File: config.mk
export PLATFORM = sky130hd
export DESIGN_NAME = amul_top
export DESIGN_NICKNAME = d
export VERILOG_FILES = /design/src/hdl/amul_pkg.sv /design/src/hdl/amul_top.sv /design/src/hdl/amul_wb_regs.sv /design/src/hdl/bw_mult_approx.sv /design/src/hdl/bw_mult_exact.sv /design/src/hdl/err_accum.sv
export VERILOG_INCLUDE_DIRS = /design/src /design/src/hdl
export SDC_FILE = /design/constraint.sdc
export NUM_CORES = 1
export LEC_CHECK = 0
export ABC_CLOCK_PERIOD_IN_PS = 8700
export BUFFER_PORTS_ARGS = -buffer_cell sky130_fd_sc_hd__buf_2
export CAP_MARGIN = 20
export CORE_MARGIN = 8
export CORE_UTILIZATION = 36
export CTS_CLUSTER_DIAMETER = 60
export DETAILED_ROUTE_END_ITERATION = 10
export SYNTH_ARGS = -nofsm -noshare
export SYNTH_HDL_FRONTEND = slang
export SYNTH_SLANG_ARGS = --single-unit
File: constraint.sdc
create_clock -name clk -period 8.7 [get_ports clk]
set_clock_uncertainty 0.1 [all_clocks]
set_input_delay 0.435 -clock clk [delete_from_list [all_inputs] [get_ports clk]]
set_output_delay 0.435 -clock clk [all_outputs]
set_load 0.05 [all_outputs]
File: src/hdl/amul_config.svh
`ifndef AMUL_CONFIG_SVH
`define AMUL_CONFIG_SVH

// word addresses of the register block, as seen on the 3-bit adr bus.
// a write to the operand word launches a multiply.
`define AMUL_ADDR_OPERANDS 3'd0
`define AMUL_ADDR_MODE     3'd1
`define AMUL_ADDR_RESULT   3'd2
`define AMUL_ADDR_STATUS   3'd3
// a write of any value to the count word clears all statistics.
`define AMUL_ADDR_COUNT    3'd4
`define AMUL_ADDR_ERR_SUM  3'd5
`define AMUL_ADDR_ERR_MAX  3'd6

// width of the saturating error sum. wider sums read back their low word.
`define AMUL_ERR_SUM_W 32

`endif

File: src/hdl/amul_pkg.sv
package amul_pkg;

    // mode opcodes held in bits 1:0 of the MODE register.
    // code 2'b11 is reserved and behaves as op_exact.
    typedef enum logic [1:0] {
        op_exact   = 2'd0,
        op_approx  = 2'd1,
        op_measure = 2'd2
    } amul_mode_e;

    // one multiplier operand, two's complement.
    typedef logic signed [15:0] operand_t;

    // full product of two operands.
    typedef logic signed [31:0] product_t;

    // magnitude of the difference between two products.
    // the exact product never leaves +-2^30, so the gap stays below 2^32.
    typedef logic [31:0] abs_err_t;

endpackage

File: src/hdl/amul_top.sv
`timescale 1ns/1ps

module amul_top (
    input  logic        clk,
    input  logic        rst,
    input  logic        cyc,
    input  logic        stb,
    input  logic        we,
    input  logic [2:0]  adr,
    input  logic [31:0] dat_w,
    input  logic [3:0]  sel,
    output logic [31:0] dat_r,
    output logic        ack
);
    import amul_pkg::*;

    operand_t    op_x;
    operand_t    op_y;
    product_t    prod_exact;
    product_t    prod_approx;
    product_t    s_exact;
    product_t    s_approx;
    logic        sample_valid;
    logic        stats_clear;
    logic [31:0] count;
    abs_err_t    err_sum;
    abs_err_t    err_max;

    amul_wb_regs u_regs (
        .clk          (clk),
        .rst          (rst),
        .cyc          (cyc),
        .stb          (stb),
        .we           (we),
        .adr          (adr),
        .dat_w        (dat_w),
        .sel          (sel),
        .dat_r        (dat_r),
        .ack          (ack),
        .op_x         (op_x),
        .op_y         (op_y),
        .prod_exact   (prod_exact),
        .prod_approx  (prod_approx),
        .sample_valid (sample_valid),
        .stats_clear  (stats_clear),
        .s_exact      (s_exact),
        .s_approx     (s_approx),
        .count        (count),
        .err_sum      (err_sum),
        .err_max      (err_max)
    );

    // both arrays see the same operands every cycle.
    bw_mult_exact u_mult_exact (
        .x (op_x),
        .y (op_y),
        .z (prod_exact)
    );

    bw_mult_approx u_mult_approx (
        .x (op_x),
        .y (op_y),
        .z (prod_approx)
    );

    err_accum u_err (
        .clk          (clk),
        .rst          (rst),
        .clear        (stats_clear),
        .sample_valid (sample_valid),
        .prod_exact   (s_exact),
        .prod_approx  (s_approx),
        .count        (count),
        .err_sum      (err_sum),
        .err_max      (err_max)
    );

endmodule

File: src/hdl/amul_wb_regs.sv
`timescale 1ns/1ps

`include "amul_config.svh"

module amul_wb_regs (
    input  logic               clk,
    input  logic               rst,
    input  logic               cyc,
    input  logic               stb,
    input  logic               we,
    input  logic [2:0]         adr,
    input  logic [31:0]        dat_w,
    input  logic [3:0]         sel,
    output logic [31:0]        dat_r,
    output logic               ack,
    output amul_pkg::operand_t op_x,
    output amul_pkg::operand_t op_y,
    input  amul_pkg::product_t prod_exact,
    input  amul_pkg::product_t prod_approx,
    output logic               sample_valid,
    output logic               stats_clear,
    output amul_pkg::product_t s_exact,
    output amul_pkg::product_t s_approx,
    input  logic [31:0]        count,
    input  amul_pkg::abs_err_t err_sum,
    input  amul_pkg::abs_err_t err_max
);
    import amul_pkg::*;

    logic        req;
    logic        wr_en;
    logic        launch;
    logic        busy;
    amul_mode_e  mode_q;
    logic        v0;
    logic        v1;
    amul_mode_e  m0;
    amul_mode_e  m1;
    product_t    sel_prod;
    product_t    result;
    logic [31:0] rd_data;

    // a transfer is taken only while ack is low, so each one is acked once.
    assign req   = cyc & stb & ~ack;
    // writes with a partial byte select have no effect.
    assign wr_en = req & we & (sel == 4'hf);

    assign launch      = wr_en & (adr == `AMUL_ADDR_OPERANDS);
    assign stats_clear = wr_en & (adr == `AMUL_ADDR_COUNT);

    // stage 0 is the cycle after the operand write, stage 1 the one after that.
    assign busy         = v0 | v1;
    assign sample_valid = v1 & (m1 == op_measure);

    always_comb begin
        case (m0)
            op_approx, op_measure: sel_prod = prod_approx;
            default:               sel_prod = prod_exact;
        endcase
    end

    always_ff @(posedge clk) begin
        if (rst) begin
            ack    <= 1'b0;
            mode_q <= op_exact;
            v0     <= 1'b0;
            v1     <= 1'b0;
            m0     <= op_exact;
            m1     <= op_exact;
        end else begin
            ack <= req;
            if (wr_en && adr == `AMUL_ADDR_MODE) begin
                mode_q <= amul_mode_e'(dat_w[1:0]);
            end
            v0 <= launch;
            v1 <= v0;
            // each stage keeps the mode that was current when its sample launched.
            if (launch) begin
                m0 <= mode_q;
            end
            if (v0) begin
                m1 <= m0;
            end
        end
    end

    always_ff @(posedge clk) begin
        if (launch) begin
            op_x <= dat_w[15:0];
            op_y <= dat_w[31:16];
        end
        if (v0) begin
            result   <= sel_prod;
            s_exact  <= prod_exact;
            s_approx <= prod_approx;
        end
        if (req && !we) begin
            dat_r <= rd_data;
        end
    end

    always_comb begin
        case (adr)
            `AMUL_ADDR_MODE:    rd_data = {30'b0, mode_q};
            `AMUL_ADDR_RESULT:  rd_data = result;
            `AMUL_ADDR_STATUS:  rd_data = {31'b0, busy};
            `AMUL_ADDR_COUNT:   rd_data = count;
            `AMUL_ADDR_ERR_SUM: rd_data = err_sum;
            `AMUL_ADDR_ERR_MAX: rd_data = err_max;
            default:            rd_data = '0;
        endcase
    end

endmodule

File: src/hdl/bw_mult_approx.sv
`timescale 1ns/1ps

module bw_mult_approx (
    input  amul_pkg::operand_t x,
    input  amul_pkg::operand_t y,
    output amul_pkg::product_t z
);

    logic [15:0] pp [16];
    logic [20:0] np1;
    logic [20:0] np2;
    logic [20:0] np3;
    logic [20:0] np4;
    logic [31:0] acc;

    // baugh-wooley rows. rows 0 to 14 invert the sign-column term,
    // row 15 inverts the low terms instead.
    always_comb begin
        for (int i = 0; i < 15; i++) begin
            pp[i][14:0] = y[14:0] & {15{x[i]}};
            pp[i][15]   = ~(y[15] & x[i]);
        end
        pp[15][14:0] = ~(y[14:0] & {15{x[15]}});
        pp[15][15]   = y[15] & x[15];
    end

    // rows 0 to 5 are squeezed into four sparse terms.
    // most low columns are dropped and neighbouring rows are paired
    // with cheap xor, and, or gates instead of full adders.
    assign np1[0]     = pp[0][0];
    assign np1[1]     = pp[0][1] ^ pp[1][0];
    assign np1[2]     = pp[0][2] ^ pp[1][1];
    assign np1[3]     = 1'b0;
    assign np1[4]     = pp[2][1] & pp[3][0];
    assign np1[5]     = pp[0][4] & pp[1][3];
    assign np1[6]     = pp[2][4] ^ pp[3][3];
    assign np1[7]     = pp[0][7] ^ pp[1][6];
    assign np1[8]     = pp[4][4] ^ pp[5][3];
    assign np1[9]     = pp[0][9] ^ pp[1][8];
    assign np1[10]    = pp[2][8] ^ pp[3][7];
    assign np1[14:11] = 4'b0;
    assign np1[15]    = pp[0][14] & pp[1][13];
    assign np1[16]    = pp[2][14] | pp[3][13];
    // the sign term of row 1 is swamped by the correction one at bit 17.
    assign np1[17]    = 1'b1;
    assign np1[18]    = pp[2][15] & pp[3][14];
    assign np1[19]    = pp[4][14] & pp[5][13];
    assign np1[20]    = pp[4][15] & pp[5][14];

    assign np2 = {
        pp[5][15],
        pp[4][15] ^ pp[5][14],
        pp[3][15],
        pp[2][15] ^ pp[3][14],
        1'b0,
        pp[4][11] ^ pp[5][10],
        4'b0,
        pp[4][6] ^ pp[5][5],
        pp[4][5] ^ pp[5][4],
        9'b0
    };

    assign np3 = {
        2'b0,
        pp[4][13] | pp[5][12],
        pp[4][12] | pp[5][11],
        17'b0
    };

    assign np4 = {
        3'b0,
        pp[4][13] ^ pp[5][12],
        17'b0
    };

    // rows 6 to 15 go in whole. the sum wraps at 32 bits like the exact one.
    always_comb begin
        acc = {11'b0, np1} + {11'b0, np2} + {11'b0, np3} + {11'b0, np4};
        for (int i = 6; i < 16; i++) begin
            acc = acc + ({16'b0, pp[i]} << i);
        end
        // correction one that belongs to row 15.
        acc = acc + 32'h8000_0000;
    end

    assign z = acc;

endmodule

File: src/hdl/bw_mult_exact.sv
`timescale 1ns/1ps

module bw_mult_exact (
    input  amul_pkg::operand_t x,
    input  amul_pkg::operand_t y,
    output amul_pkg::product_t z
);

    logic [15:0] pp [16];
    logic [31:0] acc;

    // same rows as the approximate array, so any gap between the two
    // comes only from the pruned low rows.
    always_comb begin
        for (int i = 0; i < 15; i++) begin
            pp[i][14:0] = y[14:0] & {15{x[i]}};
            pp[i][15]   = ~(y[15] & x[i]);
        end
        pp[15][14:0] = ~(y[14:0] & {15{x[15]}});
        pp[15][15]   = y[15] & x[15];
    end

    // the correction ones at bits 16 and 31 turn the unsigned row sum
    // into the two's complement product, modulo 2^32.
    always_comb begin
        acc = 32'h8001_0000;
        for (int i = 0; i < 16; i++) begin
            acc = acc + ({16'b0, pp[i]} << i);
        end
    end

    assign z = acc;

endmodule

File: src/hdl/err_accum.sv
`timescale 1ns/1ps

`include "amul_config.svh"

module err_accum (
    input  logic               clk,
    input  logic               rst,
    input  logic               clear,
    input  logic               sample_valid,
    input  amul_pkg::product_t prod_exact,
    input  amul_pkg::product_t prod_approx,
    output logic [31:0]        count,
    output amul_pkg::abs_err_t err_sum,
    output amul_pkg::abs_err_t err_max
);
    import amul_pkg::*;

    localparam int SUM_W = `AMUL_ERR_SUM_W;

    logic [32:0]      diff;
    abs_err_t         abs_err;
    logic [SUM_W:0]   err_ext;
    logic [SUM_W:0]   sum_add;
    logic [SUM_W-1:0] sum_q;

    // one extra bit keeps the difference of two 32-bit products exact.
    assign diff = {prod_exact[31], prod_exact} - {prod_approx[31], prod_approx};

    // the magnitude always fits in 32 bits, so negating the low word is enough.
    assign abs_err = diff[32] ? (~diff[31:0] + 32'd1) : diff[31:0];

    assign err_ext = {{(SUM_W + 1 - 32){1'b0}}, abs_err};
    assign sum_add = {1'b0, sum_q} + err_ext;

    always_ff @(posedge clk) begin
        if (rst || clear) begin
            count   <= '0;
            sum_q   <= '0;
            err_max <= '0;
        end else if (sample_valid) begin
            count <= count + 32'd1;
            // the sum sticks at all ones once it overflows.
            if (sum_add[SUM_W]) begin
                sum_q <= '1;
            end else begin
                sum_q <= sum_add[SUM_W-1:0];
            end
            if (abs_err > err_max) begin
                err_max <= abs_err;
            end
        end
    end

    assign err_sum = sum_q[31:0];

endmodule

### Word level (Yosys, flattened, before mapping)

Cells that the tools add are included.

| operators by class | value |
|---|---|
| add/sub/neg operators | 34 |
| order comparisons | 1 |
| equality and inequality tests | 10 |
| multiplexer cells | 4 |
| bitwise gates (word level) | 80 |
| reduce and logical (&&, ||, !) cells | 7 |

Operator list:

| kind | number |
|---|---|
| bitwise AND 15 bit | 16 |
| case mux 32 bit (6 select lines) | 1 |
| two-way mux 32 bit | 3 |
| adder 32 x 1 -> 32 bit (second input constant) | 2 |
| adder 32 x 18 -> 32 bit | 2 |
| adder 32 x 19 -> 32 bit | 2 |
| adder 32 x 22 -> 32 bit | 2 |
| adder 32 x 23 -> 32 bit | 2 |
| adder 32 x 24 -> 32 bit | 2 |
| adder 32 x 25 -> 32 bit | 2 |
| adder 32 x 26 -> 32 bit | 2 |
| adder 32 x 27 -> 32 bit | 2 |
| adder 32 x 28 -> 32 bit | 2 |
| adder 32 x 29 -> 32 bit | 2 |
| adder 32 x 30 -> 32 bit | 2 |
| adder 32 x 31 -> 32 bit | 2 |
| adder 32 x 32 -> 33 bit | 1 |
| subtractor 32 x 32 -> 33 bit | 1 |
| adder 32 x 16 -> 32 bit (first input constant) | 1 |
| adder 32 x 17 -> 32 bit | 1 |
| adder 32 x 20 -> 32 bit | 1 |
| adder 32 x 21 -> 32 bit | 1 |
| adder 32 bit (second input constant) | 1 |
| greater-than comparator 32 bit | 1 |
| 19 further kinds | 82 |

| word-level totals | value |
|---|---|
| flip-flop bits (word level) | 265 |
| bits of input ports | 44 |
| output and inout port bits | 33 |
| logic and storage cells | 151 |

### Depth between registers and ports, before layout

| depth | value |
|---|---|
| depth after elaboration | 19 |
| mapped depth | 27 |
| gate-level depth less buffers | 26 |

### Cells and area by module

Synthesis repeated with hierarchy kept, for this count alone.

| unflattened totals | value |
|---|---|
| cells, all modules | 3126 |
| area, all modules | 29694.7 um2 |

By module, submodules not included:

| module | times used | cells an instance | area each (um2) | seq. area each (um2) |
|---|---|---|---|---|
| err_accum | 1 | 1134 | 8808.4 | 1921.8 |
| bw_mult_exact | 1 | 934 | 8265.4 | 0.0 |
| amul_wb_regs | 1 | 364 | 6643.9 | 4984.8 |
| bw_mult_approx | 1 | 694 | 5977.0 | 0.0 |

### Least setup slack after synthesis

Ideal clock, no wire load.

| timing path | value |
|---|---|
| path kind | reg2reg |
| from | reg u_regs.op_x[3] |
| to | reg u_regs.result[30], data pin |
| library setup time | 260 ps |
| arrival time | 6342 ps |
| required time | 8340 ps |
| path slack | 1998 ps |
| stages on the path, launching flop included | 26 |
| buffers on the path | 1 |
| period minus slack after synthesis | 6702 ps |
| cell sequence | edfxtp_1 > clkbuf_1 > and2_1 > ha_1 > ha_1 > o21a_1 > o21a_1 > nor2_1 > fa_1 > inv_1 > fa_1 > fa_1 > fa_1 > fa_1 > inv_1 > ha_1 > a21o_1 > a21o_1 > a21oi_1 > nand2_1 > o21ai_0 > o21ai_0 > o31a_1 > o41ai_1 > xnor2_1 > mux2_2 |

| on the way | value |
|---|---|
| longest elaborated chain between the ends | 17 |
| elaborated cells between the ends (all ways) | 37 |
| classes of those cells | add/sub (27); mux (1); bitwise (9) |

Ends and longest elaborated chain:

| what | RTL line | source |
|---|---|---|
| start: declaration | amul_wb_regs.sv:16 | `output amul_pkg::operand_t op_x,` |
| start signal: assignment | amul_wb_regs.sv:89 | `op_x <= dat_w[15:0];` |
| bitwise AND 15 bit or bitwise AND 1 bit (tied branches) | bw_mult_approx.sv:20, bw_mult_approx.sv:21 |  |
| bitwise AND 1 bit (tied with other cells) | bw_mult_approx.sv:34 | `assign np1[4] = pp[2][1] & pp[3][0];` |
| adder 21 x 21 -> 22 bit (*) | bw_mult_approx.sv:78 | `acc = {11'b0, np1} + {11'b0, np2} + {11'b0, np3} + {11'b0, np4};` |
| adder 32 x 19 -> 32 bit (*) | bw_mult_approx.sv:78 |  |
| adder 32 x 18 -> 32 bit (*) | bw_mult_approx.sv:78 |  |
| adder 32 x 22 -> 32 bit (*) | bw_mult_approx.sv:80 | `acc = acc + ({16'b0, pp[i]} << i);` |
| adder 32 x 23 -> 32 bit (*) | bw_mult_approx.sv:80 |  |
| adder 32 x 24 -> 32 bit (*) | bw_mult_approx.sv:80 |  |
| [3 not listed] | - |  |
| adder 32 x 28 -> 32 bit (*) | bw_mult_approx.sv:80 |  |
| adder 32 x 29 -> 32 bit (*) | bw_mult_approx.sv:80 |  |
| adder 32 x 30 -> 32 bit (*) | bw_mult_approx.sv:80 |  |
| adder 32 x 31 -> 32 bit (*) | bw_mult_approx.sv:80 |  |
| adder 32 bit (*) | bw_mult_approx.sv:83 | `acc = acc + 32'h8000_0000;` |
| net prod_approx[30] | amul_top.sv:20 | `product_t prod_approx;` |
| two-way mux 32 bit (*) | amul_wb_regs.sv:56 | `case (m0)` |
| net u_regs.sel_prod[30] | amul_wb_regs.sv:39 | `product_t sel_prod;` |
| end signal: assignment | amul_wb_regs.sv:93 | `result <= sel_prod;` |
| end: declaration | amul_wb_regs.sv:40 | `product_t result;` |

Mark *: on every way through the listed nets, which the timed path passes. The rest lies on a longest branch.
A chain may end at the register's enable or synchronous reset.

### Final worst setup path

| timing path | value |
|---|---|
| from | reg u_regs.op_x[5] |
| to | reg u_regs.result[30], data pin |

| on the way | value |
|---|---|
| longest elaborated chain between the ends | 17 |
| elaborated cells between the ends (all ways) | 39 |
| classes of those cells | add/sub (25); mux (1); bitwise (13) |

Ends and longest elaborated chain:

| what | RTL line | source |
|---|---|---|
| bitwise AND 15 bit or bitwise AND 1 bit (tied branches) | bw_mult_approx.sv:20, bw_mult_approx.sv:21 |  |
| XOR 1 bit (tied with other cells) | bw_mult_approx.sv:38 | `assign np1[8] = pp[4][4] ^ pp[5][3];` |
| adder 21 x 21 -> 22 bit | bw_mult_approx.sv:78 |  |
| adder 32 x 19 -> 32 bit | bw_mult_approx.sv:78 |  |
| adder 32 x 18 -> 32 bit (*) | bw_mult_approx.sv:78 |  |
| adder 32 x 22 -> 32 bit (*) | bw_mult_approx.sv:80 |  |
| adder 32 x 23 -> 32 bit (*) | bw_mult_approx.sv:80 |  |
| adder 32 x 24 -> 32 bit (*) | bw_mult_approx.sv:80 |  |
| [3 not listed] | - |  |
| adder 32 x 28 -> 32 bit (*) | bw_mult_approx.sv:80 |  |
| adder 32 x 29 -> 32 bit (*) | bw_mult_approx.sv:80 |  |
| adder 32 x 30 -> 32 bit (*) | bw_mult_approx.sv:80 |  |
| adder 32 x 31 -> 32 bit (*) | bw_mult_approx.sv:80 |  |
| adder 32 bit (*) | bw_mult_approx.sv:83 |  |
| net prod_approx[30] | amul_top.sv:20 |  |
| two-way mux 32 bit (*) | amul_wb_regs.sv:56 |  |
| net u_regs.sel_prod[30] | amul_wb_regs.sv:39 |  |

Marks and branches as above.

==> out/qor.csv <==
metric;value;unit
synth cell count leaders;inv_1, nand2_1, fa_1;
largest net degree at the start of global routing;68;
Longest Clk Path Bufs;3;
post-synthesis async set-or-reset flop share;0;
Psw;670;µW
DP Wirelength;53.4;mm
Reg area;6720;µm²
R2R Setup Slk;1190;ps
Initial DRC Count;1154;
final worst-path cycle share;0.863;
Post-synth top flop;edfxtp_1;
sequential element share of the synthesized area;0.256;
Sw Share;0.231;
vias in the first global route;19600;
cell taking the most area after synthesis;fa_1;
layout cell share with drive strength beyond 1;0.0668;
CP Capture Type;flip-flop;
Mapped Cells;2775;
DRC Markers;0;
CTS sink count;258;
Peak supply drop;0.130;mV
unique cell type count in the Yosys netlist;85;
die width;286;µm
worst min path class;primary input to flip-flop;
Reg clk slew, reported paths;60;ps
number of gates resized after cts;0;
TritonCTS clock tree;done;
post-synthesis register bit count;258;
gr usage total;0.162;
Core Rows;99;
Area growth syn-to-layout;10.9;%
Comb pwr share;0.050;
root buf cell;clkbuf_16;
I/O pin count;77;
Vias/cell;4.99;
Yosys top cell area share;0.221;
CP max stage delay;630;ps
ranking of synthesized cells by area;fa_1, edfxtp_1, ha_1;
Avg Synthesized Cell Area;9.45;µm²
Fin. Hold Viols;0;
RSZ-0062 raised after global routing;false;
post-CTS setup buffer count;0;
critical path startpoint category;flip-flop;
DRT Pass-1 Iters;5;
top-count cell post-synth;inv_1;
global-route wire length before repair;107;mm
area of the multi-input gates;17700;µm²
drt wl/cell;17.2;µm
final core occ;0.401;
total congestion overflow;0;
n_diodes;0;
CTS H-Tree Depth;2;
crit-path most repeated cell;fa_1;
Setup TNS;0;ps
core area;72600;µm²
number of synthesized flops with an enable pin;155;
P_leak;13.1;nW
Syn Nets;3356;
CTS Buf Count;36;
post-layout min period;7510;ps
critical path class;flip-flop to flip-flop;
die height;286;µm
status;finished clean;
sequential share of power;0.447;
Int Power;2.23;mW
Clk Latency, worst-skew pair;550;ps
Layout Nets;3428;
max frequency;133;MHz
Critical Path Slowest Stage Cell;edfxtp_1;
data required time of the worst path;8890;ps
Fin Hold WS;116;ps
full die area;81700;µm²
Max-slew headroom;0.361;
Synth Warn #;0;
IO buf count;76;
Worst Path Arrival;7700;ps
Slew @ Worst Pin;944;ps
Power Dens Cells;99.9;nW/µm²
Worst Path Max Fanout;16;
initial core utilization;0.361;
RePlAce Congestion;0.891;
Slew Viols, Final;0;
fillers;7260;
Setup violations, final;0;
antenna viol nets, final;0;
part of the power in the clock network;0.503;
Max Cap Violations;0;
initial antenna violation count;0;
final wirelength;66.1;mm
Cell Area, Synth;26200;µm²
routed via count;19100;
-- state kept, by name, summed over array words and instances (netlist names), 2 cells and up --
register	count
u_regs.m1	2
u_regs.op_y	16
u_err.count	32
u_err.err_max	30
u_regs.dat_r	32
u_regs.result	32
u_err.err_sum	32
u_regs.op_x	16
u_regs.s_exact	30
u_regs.m0	2
u_regs.mode_q	2
u_regs.s_approx	29
-- layout by cell type, fill, tap and decap left out, drive strengths merged, types with 14 or more instances in the layout --
master,n
xor2,71
a22oi,62
clkbuf,46
buf,93
and3,18
nor2,159
a31oi,40
fa,289
ha,248
dlygate4sd3,30
edfxtp,155
nor2b,15
a21o,59
o21ai,99
o21a,21
a211oi,14
xnor2,75
inv,406
and2,156
nor3,26
dfxtp,103
a21oi,139
nand3,34
nand4,16
nand2b,19
nand2,321
-- through the flow --
stage | power, mW | worst slack, ps | area [µm²] | instances
6_report | 2.90 | 1190 | 29100 | 3833
3_3_place_gp | 1.46 | 1360 | 27600 | 3738
2_1_floorplan | 1.41 | 2000 | 26200 | 2775
4_1_cts | 2.95 | 1220 | 29100 | 3833
3_5_place_dp | 1.46 | 1240 | 27600 | 3738
5_1_grt | 3.01 | 675 | 29100 | 3833
-- worst max-delay path: cells and delay by family (launching register included) --
| kind | cells | cell delay [ps] |
|---|---|---|
| AO/OA/AOI/OAI | 9 | 2220 |
| XOR/XNOR | 2 | 320 |
| adder cells (fa/ha/maj) | 8 | 3020 |
| buffers and inverters | 2 | 120 |
| flip-flops | 1 | 630 |
| multiplexers | 1 | 290 |
| AND/OR/NAND/NOR | 3 | 540 |
-- repair_timing --
action                                 4_1_cts  5_1_grt
setup endpoints to repair                    0        0
hold buffers                                30        0
endpoints found under the hold margin       30        0
-- per-layer routing --
layer / track usage / routed length, µm / share of wire
met2: 0.258 / 29100 / 0.44
met4: 0.0408 / 1440 / 0.022
met3: 0.0319 / 3990 / 0.060
met1: 0.226 / 31500 / 0.48
met5: 0 / 0 / 0
-- power groups by stage --
stage / logic, mW / clock network (mW) / registers, mW
2_1_floorplan: 0.0760 / 0 / 1.34
3_3_place_gp: 0.134 / 0 / 1.32
3_5_place_dp: 0.135 / 0 / 1.32
4_1_cts: 0.146 / 1.51 / 1.30
5_1_grt: 0.160 / 1.55 / 1.30
6_report: 0.145 / 1.46 / 1.30
-- kinds of logic after synthesis --
logic type | share of synthesized area
adder cells (fa/ha/maj) | 0.339
buffers and inverters | 0.0717
XOR/XNOR | 0.0488
flip-flops | 0.256
AND/OR/NAND/NOR | 0.148
multiplexers | 0.00563
AO/OA/AOI/OAI | 0.131
-- layout make-up --
cell class | instances | area share
Inverter | 402 | 0.0519
Clock buffer | 46 | 0.0333
Timing Repair Buffer | 123 | 0.0278
Multi-Input combinational cell | 2026 | 0.608
Tap cell | 959 | 0.0413
Clock inverter | 19 | 0.00697
Sequential cell | 258 | 0.231
-- path summary, 6_finish.rpt --
kind	startpoint	to	cells after the start
max reg2reg	u_regs.op_x[5]	u_regs.result[30]	25
min reg2reg	u_err.err_sum[0]	u_err.err_sum[0]	2
max	u_regs.op_x[5]	u_regs.result[30]	25
min	rst	u_regs.ack	2
(Power assumes the default switching activity.)
